<file path="config.mk">
export PLATFORM = sky130hd
export DESIGN_NAME = flit_injector
export DESIGN_NICKNAME = d
export VERILOG_FILES = /design/src/logic/noc_pkg.sv /design/src/logic/flit_injector.sv
export SDC_FILE = /design/constraint.sdc
export NUM_CORES = 1
export LEC_CHECK = 0
export BUFFER_PORTS_ARGS = -buffer_cell sky130_fd_sc_hd__buf_2
export CORE_MARGIN = 1
export CORE_UTILIZATION = 45
export DETAILED_ROUTE_END_ITERATION = 10
export PLACE_DENSITY_LB_ADDON = 0.3
export RECOVER_POWER = 100
export SLEW_MARGIN = 10
export SYNTH_ARGS = -nofsm -noshare
export SYNTH_HDL_FRONTEND = slang
export SYNTH_SLANG_ARGS = --single-unit
</file>
<file path="constraint.sdc">
create_clock -name clk -period 2.3 [get_ports clk]
set_input_delay 0 -clock clk [delete_from_list [all_inputs] [get_ports clk]]
set_output_delay 0 -clock clk [all_outputs]
set_load 0.02 [all_outputs]
</file>
<file path="src/logic/noc_pkg.sv">
package noc_pkg;

    ////////////////////
    // flit format
    ////////////////////

    localparam int flit_width    = 40;
    localparam int coord_width   = 2;                               // one of dest_x / dest_y
    localparam int payload_width = flit_width - 2 * coord_width;    // 36 bits of data

    // flit layout, msb first
    //   [39:38] dest_x
    //   [37:36] dest_y
    //   [35:0]  payload

    ////////////////////
    // router ports
    ////////////////////

    // route decision and arbiter index
    typedef enum logic [2:0] {
        dir_local = 3'd0,
        dir_east  = 3'd1,
        dir_west  = 3'd2,
        dir_north = 3'd3,    // increasing y
        dir_south = 3'd4
    } port_dir_e;

endpackage

</file>
<file path="src/logic/flit_injector.sv">
`timescale 1ns/1ns

module flit_injector #(
    parameter int count_width = 8
) (
    input  logic                              clk,
    input  logic                              reset,
    input  logic                              in_valid,
    input  logic [noc_pkg::coord_width-1:0]   in_dest_x,
    input  logic [noc_pkg::coord_width-1:0]   in_dest_y,
    input  logic [noc_pkg::payload_width-1:0] in_payload,
    output logic                              inj_valid,
    output logic [noc_pkg::flit_width-1:0]    inj_flit,
    output logic [count_width-1:0]            injected_count
);
    import noc_pkg::*;

    logic [flit_width-1:0] packed_flit;

    assign packed_flit = {in_dest_x, in_dest_y, in_payload};    // dest_x on top

    ////////////////////
    // injection stage
    ////////////////////

    always_ff @(posedge clk) begin
        if (reset) begin
            inj_valid      <= 1'b0;
            injected_count <= '0;
        end else begin
            inj_valid <= in_valid;
            if (in_valid) begin
                injected_count <= injected_count + 1'b1;    // wraps at 2^count_width
            end
        end
    end

    // flit word loaded on each accepted injection
    always_ff @(posedge clk) begin
        if (in_valid) begin
            inj_flit <= packed_flit;
        end
    end

endmodule

</file>
== Word-level counts from Yosys, hierarchy flattened ==
Cells that the tools add are included.
Storage, ports and cells
  output and inout port bits: 49
  word-level logic and storage cells: 4
  input port bits: 43
  register bits after elaboration: 49
Operators by class
  $add $sub $neg: 1
Operators with widths (count)
  adder 8 x 1 -> 8 bit, second input constant: 1

== Depth between registers and ports, before layout ==
  depth after elaboration: 1
  depth in mapped cells: 4
  depth with buffers taken out: 4

== Worst setup path after synthesis ==
OpenSTA, ideal clock, no wires.
  path kind: register -> register
  start: reg injected_count[0]
  end: reg injected_count[6]
  arrival: 1265 ps
  library setup time: 70 ps
  required time: 2230 ps
  path slack: 965 ps
  stages on the path, launching flop included: 5
  buffers on the path: 0
  clock period less this slack: 1335 ps
  cells stage by stage: dfxtp_1 -> ha_1 -> nand3_1 -> or3_1 -> a21oi_1
On the way
  cells in the longest elaborated chain, start to end: 1
RTL lines
  start, declared: line flit_injector.sv:14  | output logic [count_width-1:0] injected_count
  start signal, assigned: line flit_injector.sv:33  | injected_count <= injected_count + 1'b1;
  adder 8 x 1 -> 8 bit: line flit_injector.sv:33
Every way passes these cells.
A chain may end at the register's enable or synchronous reset.

==> run summary <==
Across the routed clock network, the largest skew measured is 0.500 ps. The static leakage power is 0.934 nW. The finished layout cell area is 0.00246 mm². The number of nets at the end of the flow is 261. The wire length of the first global-routing pass is 5.11 mm. The slew at the pin closest to its max-slew limit is 1360 ps. Static timing analysis puts the maximum clock frequency at 0.595 GHz. The post-synthesis average cell area is 19.8 µm². The unique cell type count in the Yosys netlist came out at 17. The final estimated routing congestion in global placement came out at 0.707. STA classifies the critical path startpoint as a primary input.

The post-DP HPWL is 2.15 mm. The count of standard-cell rows came out at 21. The count of TritonRoute iterations in the first routing pass is 6. The per-cell via count in the routed design is 4.50. In the final routed layout, each cell accounts on average for 14.1 µm. The layout cell share with drive strength beyond 1 came out at 21.6%. The overall routing resource usage came out at 20.2%.

The class of the tightest hold or removal check is in2reg. The total via count after detailed routing came out at 1189. The floorplan step defined a die boundary enclosing 0.00372 mm². The largest vdd supply drop is 399 µV. Port buffering added 91 buffers.

The net count of the mapped netlist came out at 123. The longest individual stage delay on the worst path is 970 ps. The remaining max-slew budget at the tightest pin came out at 9.24%. The power per cell area is 669 mW/mm². The repair_antennas step left the layout with diodes totalling 0. In this run the post-CTS setup repair buffer count came out at 0. The final total power came out at 1.65 mW. The antenna violation net count after detailed routing came out at 0. Once the floorplan was initialized, standard cells occupied 46.9% of the core.

TritonCTS created 5 clock buffers. Data on the critical path is required at its endpoint by 2600 ps. After detailed routing, the number of remaining DRC violations is 0. The data arrival time of the critical path is 1980 ps.

The root buffer cell chosen for the clock tree is sky130_fd_sc_hd__clkbuf_4. The setup TNS is 0 ps. The critical path is of the in2reg type. STA classifies the critical path endpoint as a flip-flop. Once the clock tree was built, the resizer swapped 0 gates to a different size. The worst path needs 1680 ps of the cycle, external delays included. The DRC violation total after the first TritonRoute iteration came out at 35.

The sequential element share of the synthesized area came out at 88.2%. The aggregate routed wire length came out at 3.73 mm. Setup repair after global routing left no endpoint under its margin. Leaving out fill and tap cells, the most frequent cells in the layout are sky130_fd_sc_hd__clkbuf_1, sky130_fd_sc_hd__dlygate4sd3_1, sky130_fd_sc_hd__edfxtp_1. The region available for standard cell placement spans 0.00334 mm².

Summing all multi-input logic gate instances after layout gives 168 µm². In this run, synthesis produced a sequential element count of 49. CTS saw 49 sinks. The area taken by flip-flops and latches is 0.00138 mm². The post-synthesis cell area is 0.00157 mm². The die span in y came out at 61 µm. Synthesis produced a netlist whose cell count is 79. After clock tree synthesis, the clock-pin slew on the worst setup and hold paths is 120 ps. The number of warning messages in the yosys log is 0.

Leaving out fill and tap cells, the most frequent cell in the layout is sky130_fd_sc_hd__clkbuf_1. The slowest cell on the critical path is sky130_fd_sc_hd__clkbuf_1. The H-tree was split into 2 levels. Walking the worst path, the cells encountered are clkbuf_1, nand4_1, or3_1, a21oi_1. The die is 61 µm wide.

The clock latency at the later pin of the worst-skew pair came out at 350 ps. Dividing the final minimum period by the clock period gives 73.1%. The instance area after placement is 0.00208 mm².

The number of setup violations in the final report is 0. TritonCTS built the clock tree. The initial antenna violation count came to 0. The global route total overflow is 0. In this run the count of I/O pins placed on the die edge is 92. The via count of the first global-routing pass is 1184. The tool flagged a number of max-cap violations equal to 0. The synthesis-to-layout area growth came out at 57.3%.

The maximum root-to-sink buffer count is 2. The fill cell instance count of the final layout came out at 265. The maximum number of pins on one net before global-route repair came out at 28. For this run, the share of the core covered by cells in the final layout is 73.8%.

The run finished with clean final reports. The number of max-slew violations in the final report came out at 0. The count of final hold-check violations came out at 0. The final hold slack came out at 350 ps.

The worst-path maximum fanout is 27.
## critical path, delay by kind of cell
family          cells  cell delay [ps]
compound gates      1              130
buf+inv             1              970
simple gates        2              860
## power breakdown
group / switching [mW] / leakage (nW) / internal (mW)
Clock: 0.243 / 0.0320 / 0.117
Combinational: 0.143 / 0.438 / 0.0982
Sequential: 0.0213 / 0.465 / 1.03
## layout make-up
cell class	count	share of cell area, %
multi-input cells	28	6.81
well taps	46	2.34
flip-flops and latches	49	56.1
repair buffers	133	32.7
clock inverters	2	0.406
clock buffers	6	1.68
## worst paths after layout
| path | startpoint | slack (ps) | cells past startpoint | endpoint |
|---|---|---|---|---|
| worst max-delay path | in_valid | 620 | 4 | injected_count[7]$_SDFFE_PP0P_ |
| worst min-delay path | in_payload[13] | 350 | 2 | inj_flit[13]$_DFFE_PP_ |
| worst max register to register | injected_count[0]$_SDFFE_PP0P_ | 960 | 4 | injected_count[6]$_SDFFE_PP0P_ |
| worst min register to register | injected_count[7]$_SDFFE_PP0P_ | 510 | 2 | injected_count[7]$_SDFFE_PP0P_ |
## cells in the mapped netlist
| library cell | instances | area share, % |
|---|---|---|
| sky130_fd_sc_hd__edfxtp_1 | 40 | 77 |
| sky130_fd_sc_hd__dfxtp_1 | 9 | 12 |
| sky130_fd_sc_hd__nor2_1 | 5 | 1.2 |
| sky130_fd_sc_hd__a21oi_1 | 3 | 0.96 |
| sky130_fd_sc_hd__o21ai_0 | 3 | 0.96 |
| sky130_fd_sc_hd__or3_1 | 3 | 1.2 |
| sky130_fd_sc_hd__xor2_1 | 3 | 1.7 |
| sky130_fd_sc_hd__nand2_1 | 2 | 0.48 |
| sky130_fd_sc_hd__nand3_1 | 2 | 0.64 |
| sky130_fd_sc_hd__nand4_1 | 2 | 0.80 |
| sky130_fd_sc_hd__buf_4 | 1 | 0.48 |
| sky130_fd_sc_hd__clkbuf_1 | 1 | 0.24 |
| sky130_fd_sc_hd__ha_1 | 1 | 0.80 |
| sky130_fd_sc_hd__mux2i_1 | 1 | 0.64 |
| sky130_fd_sc_hd__nand4_2 | 1 | 0.80 |
| sky130_fd_sc_hd__nor2b_1 | 1 | 0.40 |
| sky130_fd_sc_hd__xnor2_1 | 1 | 0.56 |
## registers in the layout (all words and copies together), names as in the netlist
| signal | flops |
|---|---|
| injected_count | 8 |
| inj_flit | 40 |
| inj_valid | 1 |
## what timing repair did
item                                    CTS  global route
hold buffers                             41             0
endpoints found under the setup margin    0             0
endpoints found under the hold margin    49             0
## metal layers
layer / wire [µm] / share of wire [%] / track usage (%) / vias up
met5: 0 / 0 / 0 / -
met4: 70 / 1.9 / 11.7 / 0
met3: 233 / 6.2 / 5.33 / 9
met2: 2150 / 58 / 39.4 / 51
met1: 1280 / 34 / 18.6 / 555
li1: - / - / - / 574
## through the flow
| stage | worst slack [ps] | std cells |
|---|---|---|
| 5_1_grt | 457 | 264 |
| 2_1_floorplan | 965 | 79 |
| 3_3_place_gp | 1050 | 215 |
| 6_report | 620 | 264 |
| 4_1_cts | 979 | 264 |
| 3_5_place_dp | 1000 | 215 |
## cells by family after synthesis
group                      count (synthesis)  synth area share [%]
adders and majority gates                  1                 0.799
and+or+nand+nor                           16                  5.51
DFF                                       49                  88.2
AOI/OAI and AO/OA                          6                  1.92
muxes                                      1                 0.639
buffers and inverters                      2                 0.719
xor gates and xnor gates                   4                  2.24
(Power assumes the default switching activity.)
