$ cat config.mk
export PLATFORM = sky130hd
export DESIGN_NAME = mesh_router
export DESIGN_NICKNAME = d
export VERILOG_FILES = /design/src/logic/noc_pkg.sv /design/src/logic/mesh_router.sv
export SDC_FILE = /design/constraint.sdc
export NUM_CORES = 1
export LEC_CHECK = 0
export BUFFER_PORTS_ARGS = -buffer_cell sky130_fd_sc_hd__buf_4
export CAP_MARGIN = 10
export CELL_PAD_IN_SITES_DETAIL_PLACEMENT = 0
export CELL_PAD_IN_SITES_GLOBAL_PLACEMENT = 2
export CORE_ASPECT_RATIO = 0.5
export CORE_MARGIN = 2
export CORE_UTILIZATION = 25
export CTS_BUF_LIST = sky130_fd_sc_hd__clkbuf_4 sky130_fd_sc_hd__clkbuf_8 sky130_fd_sc_hd__clkbuf_16
export DETAILED_ROUTE_END_ITERATION = 6
export PLACE_DENSITY_LB_ADDON = 0.1
export SLEW_MARGIN = 20
export SYNTH_ARGS = -nofsm -noshare
export SYNTH_HDL_FRONTEND = slang
export SYNTH_SLANG_ARGS = --single-unit
$ cat constraint.sdc
create_clock -name clk -period 1.6 [get_ports clk]
set_input_delay 0 -clock clk [delete_from_list [all_inputs] [get_ports clk]]
set_output_delay 0 -clock clk [all_outputs]
set_load 0.01 [all_outputs]
$ cat src/logic/noc_pkg.sv
package noc_pkg;

    ////////////////////
    // flit format
    ////////////////////

    localparam int flit_width    = 40;
    localparam int coord_width   = 2;                               // one of dest_x / dest_y
    localparam int payload_width = flit_width - 2 * coord_width;    // 36 bits of data

    // flit layout, msb first
    //   [39:38] dest_x
    //   [37:36] dest_y
    //   [35:0]  payload

    ////////////////////
    // router ports
    ////////////////////

    // route decision and arbiter index
    typedef enum logic [2:0] {
        dir_local = 3'd0,
        dir_east  = 3'd1,
        dir_west  = 3'd2,
        dir_north = 3'd3,    // increasing y
        dir_south = 3'd4
    } port_dir_e;

endpackage

$ cat src/logic/mesh_router.sv
`timescale 1ns/1ns

module mesh_router #(
    parameter int mesh_cols = 4,
    parameter int mesh_rows = 4,
    parameter int node_x    = 0,
    parameter int node_y    = 0
) (
    input  logic                           clk,
    input  logic                           reset,
    input  logic                           in_valid_e,
    input  logic                           in_valid_w,
    input  logic                           in_valid_n,
    input  logic                           in_valid_s,
    input  logic                           in_valid_local,
    input  logic [noc_pkg::flit_width-1:0] in_flit_e,
    input  logic [noc_pkg::flit_width-1:0] in_flit_w,
    input  logic [noc_pkg::flit_width-1:0] in_flit_n,
    input  logic [noc_pkg::flit_width-1:0] in_flit_s,
    input  logic [noc_pkg::flit_width-1:0] in_flit_local,
    output logic                           out_valid_e,
    output logic                           out_valid_w,
    output logic                           out_valid_n,
    output logic                           out_valid_s,
    output logic                           out_valid_local,
    output logic [noc_pkg::flit_width-1:0] out_flit_e,
    output logic [noc_pkg::flit_width-1:0] out_flit_w,
    output logic [noc_pkg::flit_width-1:0] out_flit_n,
    output logic [noc_pkg::flit_width-1:0] out_flit_s,
    output logic [noc_pkg::flit_width-1:0] out_flit_local
);
    import noc_pkg::*;

    localparam int port_count = 5;
    localparam logic [coord_width-1:0] my_x = coord_width'(node_x);
    localparam logic [coord_width-1:0] my_y = coord_width'(node_y);

    // output ports that have a neighbour, bit order as port_dir_e
    localparam logic [port_count-1:0] port_exists = {
        node_y > 0,                 // south
        node_y < mesh_rows - 1,     // north
        node_x > 0,                 // west
        node_x < mesh_cols - 1,     // east
        1'b1                        // local
    };

    // requests in priority order: local, west, east, south, north
    logic [port_count-1:0] req_v;
    logic [flit_width-1:0] req_f   [port_count];
    port_dir_e             req_dir [port_count];

    logic [port_count-1:0] grant_v;
    logic [flit_width-1:0] grant_f [port_count];

    logic [port_count-1:0] out_v_q;
    logic [flit_width-1:0] out_f_q [port_count];

    ////////////////////
    // XY route compute
    ////////////////////

    function automatic port_dir_e route(input logic [flit_width-1:0] flit);
        logic [coord_width-1:0] dest_x;
        logic [coord_width-1:0] dest_y;
        port_dir_e              dir;
        dest_x = flit[flit_width-1 -: coord_width];
        dest_y = flit[flit_width-coord_width-1 -: coord_width];
        if (dest_x > my_x)
            dir = dir_east;                         // x resolved first
        else if (dest_x < my_x)
            dir = dir_west;
        else if (dest_y > my_y)
            dir = dir_north;
        else if (dest_y < my_y)
            dir = dir_south;
        else
            dir = dir_local;                        // arrived
        return dir;
    endfunction

    assign req_v    = {in_valid_n, in_valid_s, in_valid_e, in_valid_w, in_valid_local};
    assign req_f[0] = in_flit_local;
    assign req_f[1] = in_flit_w;
    assign req_f[2] = in_flit_e;
    assign req_f[3] = in_flit_s;
    assign req_f[4] = in_flit_n;

    always_comb begin
        for (int i = 0; i < port_count; i++) begin
            req_dir[i] = route(req_f[i]);
        end
    end

    ////////////////////
    // output arbiters
    ////////////////////

    // fixed priority, lowest request index wins, so scan from the top down
    always_comb begin
        for (int o = 0; o < port_count; o++) begin
            grant_v[o] = 1'b0;
            grant_f[o] = '0;
            for (int i = port_count - 1; i >= 0; i--) begin
                if (req_v[i] && req_dir[i] == port_dir_e'(o)) begin
                    grant_v[o] = 1'b1;
                    grant_f[o] = req_f[i];
                end
            end
        end
    end

    always_ff @(posedge clk) begin
        if (reset) begin
            out_v_q <= '0;
        end else begin
            out_v_q <= grant_v & port_exists;   // nothing leaves toward a mesh edge
        end
    end

    always_ff @(posedge clk) begin
        for (int o = 0; o < port_count; o++) begin
            out_f_q[o] <= grant_f[o];
        end
    end

    assign out_valid_local = out_v_q[dir_local];
    assign out_valid_e     = out_v_q[dir_east];
    assign out_valid_w     = out_v_q[dir_west];
    assign out_valid_n     = out_v_q[dir_north];
    assign out_valid_s     = out_v_q[dir_south];
    assign out_flit_local  = out_f_q[dir_local];
    assign out_flit_e      = out_f_q[dir_east];
    assign out_flit_w      = out_f_q[dir_west];
    assign out_flit_n      = out_f_q[dir_north];
    assign out_flit_s      = out_f_q[dir_south];

endmodule

**Yosys cells after proc, flatten, opt, wreduce, memory -nomap -nowiden**

Memories as Yosys holds them, arrays and structs flattened.
Index checks and enable logic that the tools add are counted.

- Register bits after elaboration: 5
- RAM bits: 200
- Bits of input ports: 207
- Output and inout bits: 205
- Word-level logic and storage cells: 133
- Memories kept: 1

Memories:

| name | words | width | read ports | clocked after Yosys merged registers in | wr ports | RTL line | text |
|---|---|---|---|---|---|---|---|
| out_f_q | 5 | 40 | 5 | 0 | 5 | mesh_router.sv:56 | `logic [flit_width-1:0] out_f_q [port_count];` |

- Magnitude comparators: 20
- Equal/unequal tests: 20
- Muxes and demuxes: 60
- Reduce and logical (&&, ||, !) cells: 30

Operators with widths:

| cell | count |
|---|---|
| $mux 40 | 25 |
| $mux 3 | 20 |
| $eq 3x2->1 const B | 10 |
| $logic_and 1x1->1 | 25 |
| $gt 2x1->1 const B | 10 |
| $lt 2x1->1 const B | 10 |
| $eq 3x1->1 const B | 5 |
| $eq 3x3->1 const B | 5 |
| $logic_not 3->1 | 5 |
| $mux 1 | 15 |

**Logic depth before layout (Yosys ltp)**

- Depth after elaboration: 12
- Depth in mapped cells: 7
- Gate-level depth less buffers: 5

**Worst setup path before layout**

No wires, ideal clock.

- Kind: input-to-reg
- Start: input port in_flit_s[39] (netlist name)
- End: memory out_f_q[3][1], in the netlist out_f_q[0][121]
- Arrival time: 1342 ps
- Data required time: 1478 ps
- Slack: 137 ps
- Cell stages on the path: 6
- Path buffers: 1
- Path through: or3b_4 > o221a_4 > buf_6 > a221oi_2 > nor3_1 > a221o_1

RTL lines:

| item | RTL line | text |
|---|---|---|
| start, declared | mesh_router.sv:19 | `input logic [noc_pkg::flit_width-1:0] in_flit_s,` |
| end, declared | mesh_router.sv:56 |  |

==> run_results.csv <==
group,metric,value,unit
clock_network,cts_tree,"done",
grt,grtUsageTotal,0.242,
floorplan,core,31900,sq um
worst_setup_path,timing.setup.critical_path_class,"in -> reg",
pwr,power_switching,3.64,mW
grt,grt_antenna_before_repair,0,
worst_setup_path,timing.critical_path.arrival,1.95,ns
yosys,yosysTopAreaCell,"dfxtp_1",
yosys,ys_ff_latch,163,
detailed_routing,drtPass1Iterations,7,
sta,setup-violations-final,0,
yosys,ys_warn_count,0,
worst_setup_path,setup.worst_path.start_class,"input port",
layout,final_net_count,1725,
floorplan,initial_core_util,0.256,
sta,final.hold.worst_slack,-0.0267,ns
worst_setup_path,largest_driver_fanout_on_the_critical_path,6,
place,gp_congestion,0.842,
yosys,synth_area_leaders,"dfxtp_1 40%, a221o_1 7.6%, a221oi_2 5.5%, nor2_1 5.3%, a31oi_1 5.0%",
sta,timing.final.max_slew_violations,0,
min_path,hold_path_depth,4,
place,place.detailed.instances,1764,
floorplan,row_cnt,46,
worst_setup_path,setup.worst_path.end_class,"flip-flop",
layout,final-instance-count-excl-fill,1963,
yosys,top_flip_flop_cell_by_instance_count_after_synthesis,"dfxtp_1",
min_path,hp-class,"in -> reg",
grt,grt_pass1_vias,10200,
layout,area.growth.synth_to_final,77.6,%
pwr,internal-power,8.08,mW
run,maxCapViolations,0,
sta,fmax,0.644,GHz
run_status,run_status,"finished with violations",
run_status,failed_checks,"negative hold slack",
pwr,max-vdd-ir-drop,0.572,mV
worst_setup_path,cp_data_required_time,2.00,ns
yosys,async_flop_share,0,
pwr,power.share.clock,0.352,
yosys,netlist_area,8190,sq um
grt,grt_pass1_wl,63300,um
grt,grt_max_degree,78,
floorplan,floorplan.io_pins,412,
sta,setup_ws,0.0471,ns
detailed_routing,via_count,9915,
place,io_buffer_count,369,
yosys,synthCells,929,
pwr,combinationalPowerShare,0.262,
floorplan,die_x,260,um
layout,antenna_cells,0,
pwr,proportion_of_power_drawn_by_flip_flops_and_latches,0.386,
yosys,yosysUniqueCellTypes,44,
floorplan,floorplan.die_area,34300,sq um
sta,report.final.hold_viol_count,1,
pwr,switching_share,0.311,
detailed_routing,via_count_normalized_by_instance_count,5.05,
sta,fin_crit_sh,0.971,
floorplan,die_h,132,um
detailed_routing,drc_errors,0,
clock_network,tritoncts_num_sinks,163,
detailed_routing,route.detailed.wl_per_inst,21.7,um
pwr,power_per_cell_area,806,nW/um^2
pwr,power.total,11.7,mW
clock_network,clock_pin_transition_on_the_worst_setup_and_hold_timing_paths,0.07,ns
yosys,synth_seq_area_share,0.398,
detailed_routing,final_antenna_net_count,0,
pwr,static-leakage-power,6.22,nW
detailed_routing,totalWireLength,42600,um
sta,slew_headroom,0.474,
yosys,syn_avg_cell_area,8.81,sq um
place,dp_hpwl,29300,um
clock_network,clock-root-buffer,"clkbuf_16",
sta,worst_slew_pin_slew,0.780,ns
grt,overflow,0,
sta,period_needed,1.55,ns
clock_network,cts_buffers,17,
place,post-place-ws,-0.134,ns
sta,rsz0062_at_grt,"no",
layout,post_route_cells_drive_above_1_share,0.380,
clock_network,clock_tree.buffer_depth,2,
yosys,number_of_synthesized_flops_with_an_enable_pin,0,
yosys,yosys.area.top_type_share,0.398,
clock_network,cts_max_level,4,
detailed_routing,dr.first_iter.drc_count,747,
flip-flops by register name, indices dropped and copies added, names as in the netlist:
register / count
out_v_q: 3
out_f_q: 160
layout make-up:
| type | instances | area (sq um) |
|---|---|---|
| clock buffers | 18 | 433 |
| clock inverters | 14 | 143 |
| fillers | 3125 | 17400 |
| multi-input cells | 726 | 4720 |
| flip-flops and latches | 163 | 3260 |
| well taps | 432 | 541 |
| repair buffers | 610 | 5440 |
per-stage QoR:
step | utilization | setup TNS [ns] | instance area [sq um] | hold WS [ns]
6_report | 0.455 | 0 | 14500 | -0.0267
5_1_grt | 0.455 | 0 | 14500 | 0.00396
4_1_cts | 0.448 | 0 | 14300 | 0.000765
3_5_place_dp | 0.381 | -4.55 | 12200 | 0.189
3_3_place_gp | 0.381 | -3.24 | 12200 | 0.190
2_1_floorplan | - | 0 | 8520 | 0.0691
cells in the mapped netlist, types with 2 or more instances:
| cell | instances |
|---|---|
| nor3_1 | 37 |
| a221oi_1 | 4 |
| buf_4 | 51 |
| o21ai_1 | 7 |
| mux2_2 | 27 |
| buf_2 | 21 |
| and3_1 | 2 |
| a22oi_1 | 14 |
| o21a_1 | 4 |
| o311ai_0 | 5 |
| nor3b_2 | 3 |
| nand2_1 | 64 |
| a211oi_1 | 13 |
| and2_1 | 2 |
| nor3b_4 | 2 |
| buf_6 | 3 |
| nor2_1 | 115 |
| clkbuf_1 | 52 |
| o211ai_1 | 37 |
| nand3_1 | 63 |
| nor3b_1 | 7 |
| a221o_1 | 62 |
| a221oi_2 | 30 |
| o31ai_1 | 7 |
| a41oi_1 | 3 |
| nor2b_1 | 2 |
| a31oi_1 | 65 |
| a2bb2oi_1 | 2 |
| dfxtp_1 | 163 |
| a21oi_1 | 30 |
| o21ai_0 | 19 |
layer usage:
layer | up-vias | track usage | part of all wire
li1 | 4601 | - | -
met1 | 4810 | 0.307 | 0.44
met2 | 445 | 0.417 | 0.49
met3 | 59 | 0.0415 | 0.057
met4 | 0 | 0.0725 | 0.019
met5 | - | 0 | 0
layout by cell type, fill, tap and decap left out, types with 37 or more instances in the layout:
cell             n
a221o_1         62
nand2_1         62
nor2_1         113
nand3_1         63
a31oi_1         65
dfxtp_1        163
conb_1          88
dlygate4sd3_1  157
buf_4          411
o211ai_1        37
power groups by stage:
stage | clock network [mW] | registers (mW) | logic, mW
after floorplan | 0 | 4.76 | 0.955
after global placement | 0 | 4.62 | 2.68
after detailed placement | 0 | 4.62 | 2.70
after CTS | 4.24 | 4.53 | 3.03
after global routing | 4.38 | 4.55 | 3.28
final | 4.12 | 4.52 | 3.08
final timing paths:
check	from	end	slack [ns]
worst max-delay path	in_valid_n	out_f_q[0][16]$_DFF_P_	0.05
worst min-delay path	in_flit_n[2]	out_f_q[0][122]$_DFF_P_	-0.03
kinds of logic after synthesis:
| group | share of synthesized area |
|---|---|
| DFF | 0.398 |
| other | 0.000458 |
| and+or+nand+nor | 0.169 |
| muxes | 0.0371 |
| buffers and inverters | 0.0875 |
| AOI/OAI and AO/OA | 0.307 |
repair_timing:
action                                  4_1_cts  5_1_grt
resized for setup                             0       25
endpoints found under the hold margin       117        0
endpoints found under the setup margin        0       48
buffers inserted                              0        7
hold buffers                                157        0
critical path, stage by stage:
cell	delay, ns
dlygate4sd3_1	0.53
buf_4	0.12
nor3b_4	0.20
nor3b_4	0.22
buf_4	0.18
buf_12	0.12
buf_4	0.16
nand3_1	0.09
a31oi_1	0.17
mux2_2	0.18
Note: power is estimated with default switching activity, not from simulation.
