<file path="config.mk">
export PLATFORM = sky130hd
export DESIGN_NAME = delivery_log
export DESIGN_NICKNAME = d
export VERILOG_FILES = /design/src/logic/noc_pkg.sv /design/src/logic/delivery_log.sv
export SDC_FILE = /design/constraint.sdc
export NUM_CORES = 1
export LEC_CHECK = 0
export ABC_AREA = 0
export BUFFER_PORTS_ARGS = -buffer_cell sky130_fd_sc_hd__buf_2
export CAP_MARGIN = 10
export CORE_ASPECT_RATIO = 2
export CORE_MARGIN = 10
export CORE_UTILIZATION = 40
export CTS_CLUSTER_SIZE = 40
export DETAILED_ROUTE_END_ITERATION = 10
export MAX_ROUTING_LAYER = met4
export REMOVE_ABC_BUFFERS = 1
export SLEW_MARGIN = 20
export SYNTH_ARGS = -nofsm -noshare
export SYNTH_HDL_FRONTEND = slang
export SYNTH_SLANG_ARGS = --single-unit
</file>
<file path="constraint.sdc">
create_clock -name clk -period 5.4 [get_ports clk]
set_clock_uncertainty 0.1 [all_clocks]
set_input_delay 1.08 -clock clk [delete_from_list [all_inputs] [get_ports clk]]
set_output_delay 1.08 -clock clk [all_outputs]
set_load 0.05 [all_outputs]
</file>
<file path="src/logic/noc_pkg.sv">
package noc_pkg;

    ////////////////////
    // flit format
    ////////////////////

    localparam int flit_width    = 40;
    localparam int coord_width   = 2;                               // one of dest_x / dest_y
    localparam int payload_width = flit_width - 2 * coord_width;    // 36 bits of data

    // flit layout, msb first
    //   [39:38] dest_x
    //   [37:36] dest_y
    //   [35:0]  payload

    ////////////////////
    // router ports
    ////////////////////

    // route decision and arbiter index
    typedef enum logic [2:0] {
        dir_local = 3'd0,
        dir_east  = 3'd1,
        dir_west  = 3'd2,
        dir_north = 3'd3,    // increasing y
        dir_south = 3'd4
    } port_dir_e;

endpackage

</file>
<file path="src/logic/delivery_log.sv">
`timescale 1ns/1ns

module delivery_log #(
    parameter int mesh_cols   = 4,
    parameter int mesh_rows   = 4,
    parameter int count_width = 8
) (
    input  logic                                                    clk,
    input  logic                                                    reset,
    input  logic [mesh_cols*mesh_rows-1:0]                          local_valid,
    input  logic [mesh_cols*mesh_rows-1:0][noc_pkg::flit_width-1:0] local_flit,
    input  logic                                                    rd_req,
    input  logic [$clog2(mesh_cols*mesh_rows)-1:0]                  rd_node,
    output logic                                                    rd_valid,
    output logic [count_width-1:0]                                  rd_count,
    output logic [noc_pkg::payload_width-1:0]                       rd_checksum
);
    import noc_pkg::*;

    localparam int node_count = mesh_cols * mesh_rows;

    logic [count_width-1:0]   count_q    [node_count];
    logic [payload_width-1:0] checksum_q [node_count];

    ////////////////////
    // per-node log
    ////////////////////

    always_ff @(posedge clk) begin
        if (reset) begin
            for (int n = 0; n < node_count; n++) begin
                count_q[n]    <= '0;
                checksum_q[n] <= '0;
            end
        end else begin
            for (int n = 0; n < node_count; n++) begin
                if (local_valid[n]) begin
                    count_q[n]    <= count_q[n] + 1'b1;     // wraps
                    checksum_q[n] <= checksum_q[n] ^ local_flit[n][payload_width-1:0];
                end
            end
        end
    end

    ////////////////////
    // read port
    ////////////////////

    always_ff @(posedge clk) begin
        if (reset) begin
            rd_valid <= 1'b0;
        end else begin
            rd_valid <= rd_req;                     // one cycle after the request
        end
    end

    // values as they stood before this edge's update
    always_ff @(posedge clk) begin
        if (rd_req) begin
            if (int'(rd_node) < node_count) begin
                rd_count    <= count_q[rd_node];
                rd_checksum <= checksum_q[rd_node];
            end else begin
                rd_count    <= '0;                  // no such node
                rd_checksum <= '0;
            end
        end
    end

endmodule

</file>
# After elaboration in Yosys (flattened, before gate mapping)
# Memory sizes are Yosys's and may differ from the RTL's. A register that Yosys moved wholly into a read port is not among the register bits.
# Cells that the tools add are included.
# word_totals
reg_bits	1
ram_bits	704
in_bits	663
output_inout_bits	45
wordCells	149
memories	2
# op_classes
n_addsub	16
mux	82
n_bitwise	48
# mem_list
memory	words	width	rd	rd_clocked_by_memory_dff	write_ports	line	rtl
checksum_q	16	36	17	1	16	delivery_log.sv:23	logic [payload_width-1:0] checksum_q [node_count];
count_q	16	8	17	1	16	delivery_log.sv:22	logic [count_width-1:0] count_q [node_count];
# ops
operator	count
36-bit two-way mux	16
36-bit bitwise XOR	16
8-bit by 1-bit adder with 8-bit output, second input constant	16
8-bit two-way mux	16
1-bit two-way mux	50
1-bit OR	32

# Logic depth before layout (Yosys ltp)
# Gate-level depths: netlist of run 1.
# logic_depth
ltp_word	4
mapped_depth	7
mapped_depth_nobuf	4

# Worst setup path after synthesis of run 1
# No wires, ideal clock.
# synth_path
path_kind	input to register
from	input reset
to	memory checksum_q[2][0] in the netlist's numbering, enable pin
setup_time_ns	0.382
arrival_ns	2.474
required_ns	4.918
path_slack_ns	2.444
stages	4
n_path_buf	3
cell_sequence	clkbuf_1 > clkbuf_1 > clkbuf_1 > or2_2
# synth_rtl
element	line	rtl
from (decl)	delivery_log.sv:9	input logic reset,
to (decl)	delivery_log.sv:23	

==> metrics.csv, run 1 <==
metric,value,unit
outcome,"complete, no violations",
rsz0062_at_grt,no,
coreArea,93700,µm²
die_h,454,µm
hold_viol_final,0,
vias_per_cell,5.34,
dpl_worst_slack,1.83,ns
finalSetupViolCount,0,
swShare,0.263,
cts_buffers,73,
numPortBuffers,643,
fin_util,0.476,
hold_class,reg2reg,
fin_nets,4082,
async_flop_share,0,
ys.flop_type,edfxtp_1,
yosysWarnings,0,
die_w,237,µm
ctsHoldBuffers,0,
cts.path.max_buffers,3,
finalCriticalPeriod,2.96,ns
vias,25143,
setup_tns,0,ns
ys_seq_area_frac,0.598,
cts.reportedPaths.clkPinSlew,0.06,ns
track_usage,0.233,
ant_nets,0,
drive_gt1_frac,0.289,
cts_resized,0,
avgRoutedWirePerCell,26.6,µm
design_area,44600,µm²
arrival,3.22,ns
slew_headroom,0.273,
switching_power,3.88,mW
final_cells,4709,
p_per_area,331,nW/µm²
hpwl,89700,µm
dp.cells,4535,
htreeDepth,3,
post_cts_buffers,0,
fp.dieArea,107000,µm²
grt_max_degree,98,
clock_latency,0.66,ns
worst_slew_pin_slew,1.09,ns
rows,159,
maxSlewViolCount,0,
critPathMaxFanout,97,
grt_pass1_vias,26034,
drt_wl_total,125000,µm
r2r_slack,3.44,ns
syn-cell-area,37600,µm²
ys_seq_elements,749,
initial_core_util,0.401,
drc,0,
irDropWorstVdd,0.000333,V
grt_pass1_wl,179000,µm
grt-ovfl-total,0,
numClockSinks,749,
synth_cells,2776,
ios,708,
cts_tree,built,
yosysTopAreaCellShare,0.597,
drv_cap,0,
antenna_found_initial,52,
yosysMostFrequentCell,edfxtp_1,
worstPathRequired,5.67,ns
critPathKind,in2reg,
syn2layout_area_growth,18.6,%
max_freq,338,MHz
cp-start-kind,input pin,
avgSynthCellArea,13.5,µm²
leakage,16.4,nW
p_int,10.9,mW
synth_edf_count,748,
root_buffer,clkbuf_16,
power_frac_comb,0.147,
drt_iter0_markers,2208,
ys_top_cells_by_area,"edfxtp_1 60%, xnor2_1 14%, mux4_2 11%",
cp-end-kind,register,
power_frac_clock,0.345,
ys_types,26,
yosysTopAreaCell,edfxtp_1,
dr.pass1.iters,6,
synthTopCellsByCount,"748 x edfxtp_1, 651 x nor2_1, 592 x xnor2_1",
place.gp.congestion,0.854,
place_area,42200,µm²
pwr-share-seq,0.508,
fin_ws,2.44,ns
period_share,0.548,
## cells by family after synthesis
group	count (synthesis)	share of synthesized area
flops	749	0.598
xor+xnor	624	0.145
compound gates	184	0.0313
mux	176	0.105
buf+inv	153	0.0196
fa+ha+maj	16	0.00532
simple gates	874	0.0951
## state kept, by name (all words and copies together) (netlist names)
| signal | flops |
|---|---|
| checksum_q | 576 |
| count_q | 128 |
| rd_checksum | 36 |
| rd_count | 8 |
| rd_valid | 1 |
## layout make-up
type                       instances  area, µm²
tap                             1207       1510
inverter                          12       45.0
fill                            8485      49100
sequential                       749      22500
antenna                           47        118
clock buffer                      92       1970
multi-input combinational       1874      14400
timing repair buffer             693       3730
clock inverter                    35        280
## cell usage in the layout (no fill, tap or decap), types with 2 or more instances in the layout
cell / instances
nand2b_2: 10
inv_6: 2
nor2b_4: 2
clkinv_1: 13
diode_2: 47
buf_4: 44
buf_12: 5
nor2b_1: 7
edfxtp_1: 748
nor2_1: 650
clkinv_2: 14
bufinv_16: 4
a22oi_1: 88
buf_8: 2
inv_1: 12
xor2_1: 32
nand4_1: 2
nand2_1: 88
buf_16: 2
nand3_1: 49
or2_2: 11
clkbuf_16: 76
or4_1: 14
a21oi_1: 48
buf_2: 639
clkbuf_8: 2
clkbuf_1: 15
or3_1: 34
xnor2_1: 592
o21ai_0: 34
mux4_2: 176
or2_4: 5
o31ai_1: 14
ha_1: 16
## power by group through the flow
stage / clock (mW) / sequential, mW / combinational [mW]
2_1_floorplan: 0 / 7.59 / 1.20
4_1_cts: 5.22 / 7.50 / 2.19
3_3_place_gp: 0 / 7.60 / 2.15
6_report: 5.09 / 7.50 / 2.17
5_1_grt: 5.41 / 7.56 / 2.35
3_5_place_dp: 0 / 7.62 / 2.18
## critical path, stage by stage
cell    delay, ns
buf_8        0.44
buf_4        0.62
buf_4        0.73
nor2_1       0.12
## metal layers
layer / global-route usage / routed length, µm
met4: 0.0641 / 2910
met1: 0.284 / 49800
met3: 0.0534 / 10100
met5: - / 0
met2: 0.384 / 62500
## path summary, 6_finish.rpt
path | cells after the start | start | to
hold reg to reg | 2 | checksum_q[3][10] | checksum_q[3][10]
hold / removal | 2 | checksum_q[3][10] | checksum_q[3][10]
setup reg to reg | 3 | checksum_q[3][5] | rd_checksum[5]
setup / recovery | 4 | reset | checksum_q[13][10]
## metrics by stage
stage                     power [mW]  hold WS (ns)
after CTS                       14.9         0.516
final                           14.8         0.512
after global routing            15.3         0.525
after detailed placement        9.80         0.496
after global placement          9.75         0.488
after floorplan                 8.80         0.470
Power figures use the tool's default switching activity.
==> inputs of run 2 (changes only) <==
==> constraint.sdc (replaced) <==
create_clock -name clk -period 2.78 [get_ports clk]
set_clock_uncertainty 0.1 [all_clocks]
set_input_delay 0.556 -clock clk [delete_from_list [all_inputs] [get_ports clk]]
set_output_delay 0.556 -clock clk [all_outputs]
set_load 0.05 [all_outputs]
==> metrics.csv, run 2 (synthesized netlist as in run 1, its figures left out) <==
metric,value,unit,change
max_freq,490,MHz,
grt_pass1_vias,26669,,+2.4%
outcome,"complete, no violations",,
drv_cap,0,,unchanged
p_per_area,638,nW/µm²,+93%
dp.cells,4594,,+1.3%
dr.pass1.iters,7,,+1
cp_slowest_cell,edfxtp_1,,
fin_nets,4140,,+1.4%
ant_nets,0,,unchanged
largest_reg_flops,576,,unchanged
rsz0062_at_grt,no,,
critPathMaxStageDelay,0.43,ns,-0.30 ns
maxSlewViolCount,0,,unchanged
path_buf_inv,1,,-2
root_buffer,clkbuf_16,,
reg.largest.list,"checksum_q (576), count_q (128), rd_checksum (36)",,
fin_util,0.486,,+0.0102
cp-end-kind,output port,,
final_common_cell,edfxtp_1,,
ctsHoldBuffers,0,,unchanged
cts_resized,0,,unchanged
grt_max_degree,87,,-11%
wl_met2,62900,µm,+0.68%
cts_buffers,72,,-1.4%
htreeDepth,3,,unchanged
final_cell_mix,"748 x edfxtp_1, 650 x nor2_1, 639 x buf_2",,
crit_chain,buf_2,,
numPortBuffers,643,,unchanged
wl_met3,9670,µm,-4.2%
wl_met1,51100,µm,+2.6%
coreArea,93700,µm²,unchanged
finalCriticalPeriod,2.04,ns,
hold_class,in2reg,,
drt_wl_total,127000,µm,+1.6%
top_layer_used,met4,,
critPathMaxFanout,1,,-99%
regMostFlops,checksum_q,,
cts.reportedPaths.clkPinSlew,0.07,ns,about the same
worst_slew_pin_slew,0.959,ns,-0.131 ns
track_usage,0.237,,+0.00352
drc,0,,unchanged
crit_family,flip-flops,,
antenna_found_initial,34,,-35%
avgRoutedWirePerCell,26.7,µm,+0.41%
critPathKind,reg2out,,
clock_latency,0.66,ns,about the same
vias,25450,,+1.2%
grt_pass1_wl,181000,µm,+1.1%
drt_iter0_markers,2184,,-1.1%
post_cts_buffers,0,,unchanged
numClockSinks,749,,unchanged
hpwl,92700,µm,+3.4%
arrival,1.38,ns,-1.84 ns
syn2layout_area_growth,21.1,%,
slew_headroom,0.360,,+0.0872
place.gp.congestion,0.868,,+1.7%
rows,159,,unchanged
grt-ovfl-total,0,,unchanged
worstPathRequired,2.12,ns,-3.55 ns
ios,708,,unchanged
irDropWorstVdd,0.000489,V,+47%
setup_tns,0,ns,unchanged
initial_core_util,0.401,,unchanged
drive_gt1_frac,0.301,,+0.0122
leakage,16.9,nW,+2.9%
hold_viol_final,0,,unchanged
cts_tree,built,,
final_cells,4763,,+1.1%
cp-start-kind,register,,
fp.dieArea,107000,µm²,unchanged
vias_per_cell,5.34,,about the same
cts.path.max_buffers,3,,unchanged
die_h,454,µm,unchanged
finalSetupViolCount,0,,unchanged
period_share,0.733,,
fillers,8439,,-0.54%
die_w,237,µm,unchanged
==> run 2: changes by cell type in the layout (fill, tap and decap cells not counted), moves of 2 or more <==
cell	change
diode_2	-9
clkinv_1	+3
buf_4	+21
clkinv_2	-6
clkinvlp_4	+3
clkbuf_8	+2
buf_12	+40
buf_16	-2
==> run 2: through the flow <==
step                area, µm²  setup slack [ns]  hold WS, ns  power [mW]
global placement        43100             0.185        0.488        19.1
detailed placement      43100             0.139        0.496        19.2
global route            45500             0.713        0.103        30.1
CTS                     45400             0.705       0.0642        29.3
floorplan               36900             0.197        0.470        17.1
finish                  45500             0.741        0.117        29.1
==> run 2: layout make-up <==
type | instances | area [µm²] | share of cell area
flip-flops and latches | 749 | 22500 | 0.494
multi-input cells | 1874 | 14400 | 0.317
repair buffers | 752 | 4630 | 0.102
clock buffers | 93 | 2000 | 0.0438
well taps | 1207 | 1510 | 0.0332
clock inverters | 38 | 334 | 0.00734
diodes | 38 | 95.1 | 0.00209
inverters | 12 | 45.0 | 0.000989
==> run 2: path summary, 6_finish.rpt <==
path / depth (start not counted) / slack, ns / endpoint / from
max: 1 / 0.74 / rd_count[2] / rd_count[2]
min: 3 / 0.12 / checksum_q[10][29] / local_flit[429]
max reg2reg: 3 / 0.92 / rd_checksum[30] / checksum_q[9][30]
min reg2reg: 2 / 0.51 / checksum_q[13][32] / checksum_q[13][32]
==> run 2: layer usage <==
metal | vias up | global-route usage
met5 | - | -
met4 | 0 | 0.0750
met3 | 162 | 0.0489
met2 | 1109 | 0.386
met1 | 12762 | 0.292
li1 | 11417 | -
==> run 2: where the power goes <==
| group | switching (mW) | internal, mW | leakage, nW |
|---|---|---|---|
| Clock | 4.52 | 5.56 | 1.13 |
| Sequential | 0.862 | 13.7 | 8.19 |
| Combinational | 2.26 | 2.13 | 7.59 |
| Total | 7.64 | 21.4 | 16.9 |
==> inputs of run 3 (changes only) <==
==> constraint.sdc (replaced) <==
create_clock -name clk -period 1.87 [get_ports clk]
set_clock_uncertainty 0.1 [all_clocks]
set_input_delay 0.374 -clock clk [delete_from_list [all_inputs] [get_ports clk]]
set_output_delay 0.374 -clock clk [all_outputs]
set_load 0.05 [all_outputs]
==> metrics.csv, run 3 (synthesized netlist as in run 1, its figures left out) <==
metric,value,unit,change
outcome,"complete, no violations",,
switching_power,11.8,mW,+55%
seq_area,22500,µm²,unchanged
cts_tree,built,,
cp-end-kind,output port,,
rsz0062_at_grt,yes,,
initial_core_util,0.401,,unchanged
fillers,7437,,-12%
critPathKind,reg2out,,
p_per_area,858,nW/µm²,+34%
crit_family,flip-flops,,
cts_buffers,73,,+1.4%
critPathMaxStageDelay,0.51,ns,+0.08 ns
hold_class,in2reg,,
finalCriticalPeriod,1.86,ns,
hold_viol_final,0,,unchanged
grt_pass1_vias,30455,,+14%
finalSetupViolCount,0,,unchanged
drt_wl_total,140000,µm,+10%
period_share,0.994,,
numClockSinks,749,,unchanged
ant_nets,0,,unchanged
power_frac_clock,0.335,,-0.012
p_int,32.8,mW,+53%
drive_gt1_frac,0.270,,-0.0312
worstPathRequired,1.40,ns,-0.72 ns
power_frac_comb,0.176,,+0.025
avgRoutedWirePerCell,26.1,µm,-2.4%
final_cell_mix,"748 x edfxtp_1, 650 x nor2_1, 630 x buf_2",,
path_buf_inv,1,,unchanged
numPortBuffers,643,,unchanged
pwr-share-seq,0.489,,-0.013
max_freq,538,MHz,
design_area,52000,µm²,+14%
rows,159,,unchanged
grt-ovfl-total,0,,unchanged
cts.reportedPaths.clkPinSlew,0.07,ns,about the same
vias,28724,,+13%
critPathMaxFanout,1,,unchanged
path_depth,1,,unchanged
vias_per_cell,5.35,,+0.11%
dr.pass1.iters,5,,-2
hold_slack,0.0292,ns,-0.0878 ns
ios,708,,unchanged
hold_depth,3,,unchanged
antenna_found_initial,15,,-56%
place_area,43800,µm²,+1.7%
root_buffer,clkbuf_16,,
total_power,44.6,mW,+53%
drv_cap,0,,unchanged
fp.dieArea,107000,µm²,unchanged
coreArea,93700,µm²,unchanged
leakage,19.7,nW,+17%
reg.largest.list,"checksum_q (576), count_q (128), rd_checksum (36)",,
multi_input_area,14500,µm²,about the same
die_w,237,µm,unchanged
maxSlewViolCount,0,,unchanged
place.gp.congestion,0.884,,+1.8%
regMostFlops,checksum_q,,
htreeDepth,3,,unchanged
drc,0,,unchanged
arrival,1.38,ns,about the same
grt_pass1_wl,201000,µm,+11%
grt_max_degree,65,,-25%
die_h,454,µm,unchanged
drt_iter0_markers,2514,,+15%
cts.path.max_buffers,3,,unchanged
cp-start-kind,register,,
final_common_cell,edfxtp_1,,
clock_latency,0.67,ns,about the same
hpwl,97500,µm,+5.2%
crit_chain,buf_6,,
syn2layout_area_growth,38.2,%,
irDropWorstVdd,0.000768,V,+57%
cp_slowest_cell,edfxtp_1,,
track_usage,0.261,,+0.0244
swShare,0.265,,+0.00220
worst_slew_pin_slew,1.02,ns,+0.0652 ns
r2r_cells,4,,+1
fin_nets,4772,,+15%
slew_headroom,0.316,,-0.0449
largest_reg_flops,576,,unchanged
## run 3: cell type report
type	instances	share of cell area
clock inverters	38	0.00670
multi-input cells	1874	0.278
flip-flops and latches	749	0.433
repair buffers	1383	0.214
well taps	1207	0.0291
diodes	16	0.000771
inverters	12	0.000867
clock buffers	91	0.0373
## run 3: through the flow
step / utilization / worst slack [ns] / cells / TNS [ns]
final: 0.554 / 0.0121 / 5370 / 0
after global routing: 0.554 / -0.0260 / 5369 / -0.0489
after CTS: 0.554 / -0.0662 / 5353 / -0.203
after detailed placement: 0.468 / -0.488 / 4651 / -14.78
after global placement: 0.468 / -0.490 / 4651 / -14.07
after floorplan: - / -0.531 / 2635 / -23.37
## run 3: worst paths after layout
kind / startpoint / endpoint / slack [ns]
setup / recovery: rd_count[3] / rd_count[3] / 0.01
hold reg to reg: checksum_q[2][1] / checksum_q[2][1] / 0.51
hold / removal: local_flit[299] / checksum_q[7][19] / 0.03
setup reg to reg: checksum_q[5][0] / rd_checksum[0] / 0.07
## run 3: what timing repair did
| item | in CTS | in global routing |
|---|---|---|
| setup endpoints to repair | 9 | 5 |
| endpoints found under the hold margin | 570 | 0 |
| hold buffers | 573 | 0 |
| setup buffers | 0 | 1 |
| resized for setup | 16 | 2 |
## run 3: power by group through the flow
stage	sequential, mW	clock [mW]	combinational (mW)
after floorplan	21.9	0	3.48
after global placement	22.1	0	6.69
after detailed placement	22.1	0	6.77
after CTS	21.8	15.2	7.78
after global routing	21.9	15.8	8.38
final	21.8	14.9	7.85
## run 3: metal layers
| layer | track usage | up-vias | wire length [µm] | part of all wire |
|---|---|---|---|---|
| met1 | 0.309 | 14157 | 52800 | 0.38 |
| met2 | 0.423 | 1602 | 68400 | 0.49 |
| met5 | - | - | 0 | 0 |
| met4 | 0.131 | 0 | 7500 | 0.054 |
| met3 | 0.0470 | 329 | 11500 | 0.082 |
| li1 | - | 12636 | - | - |
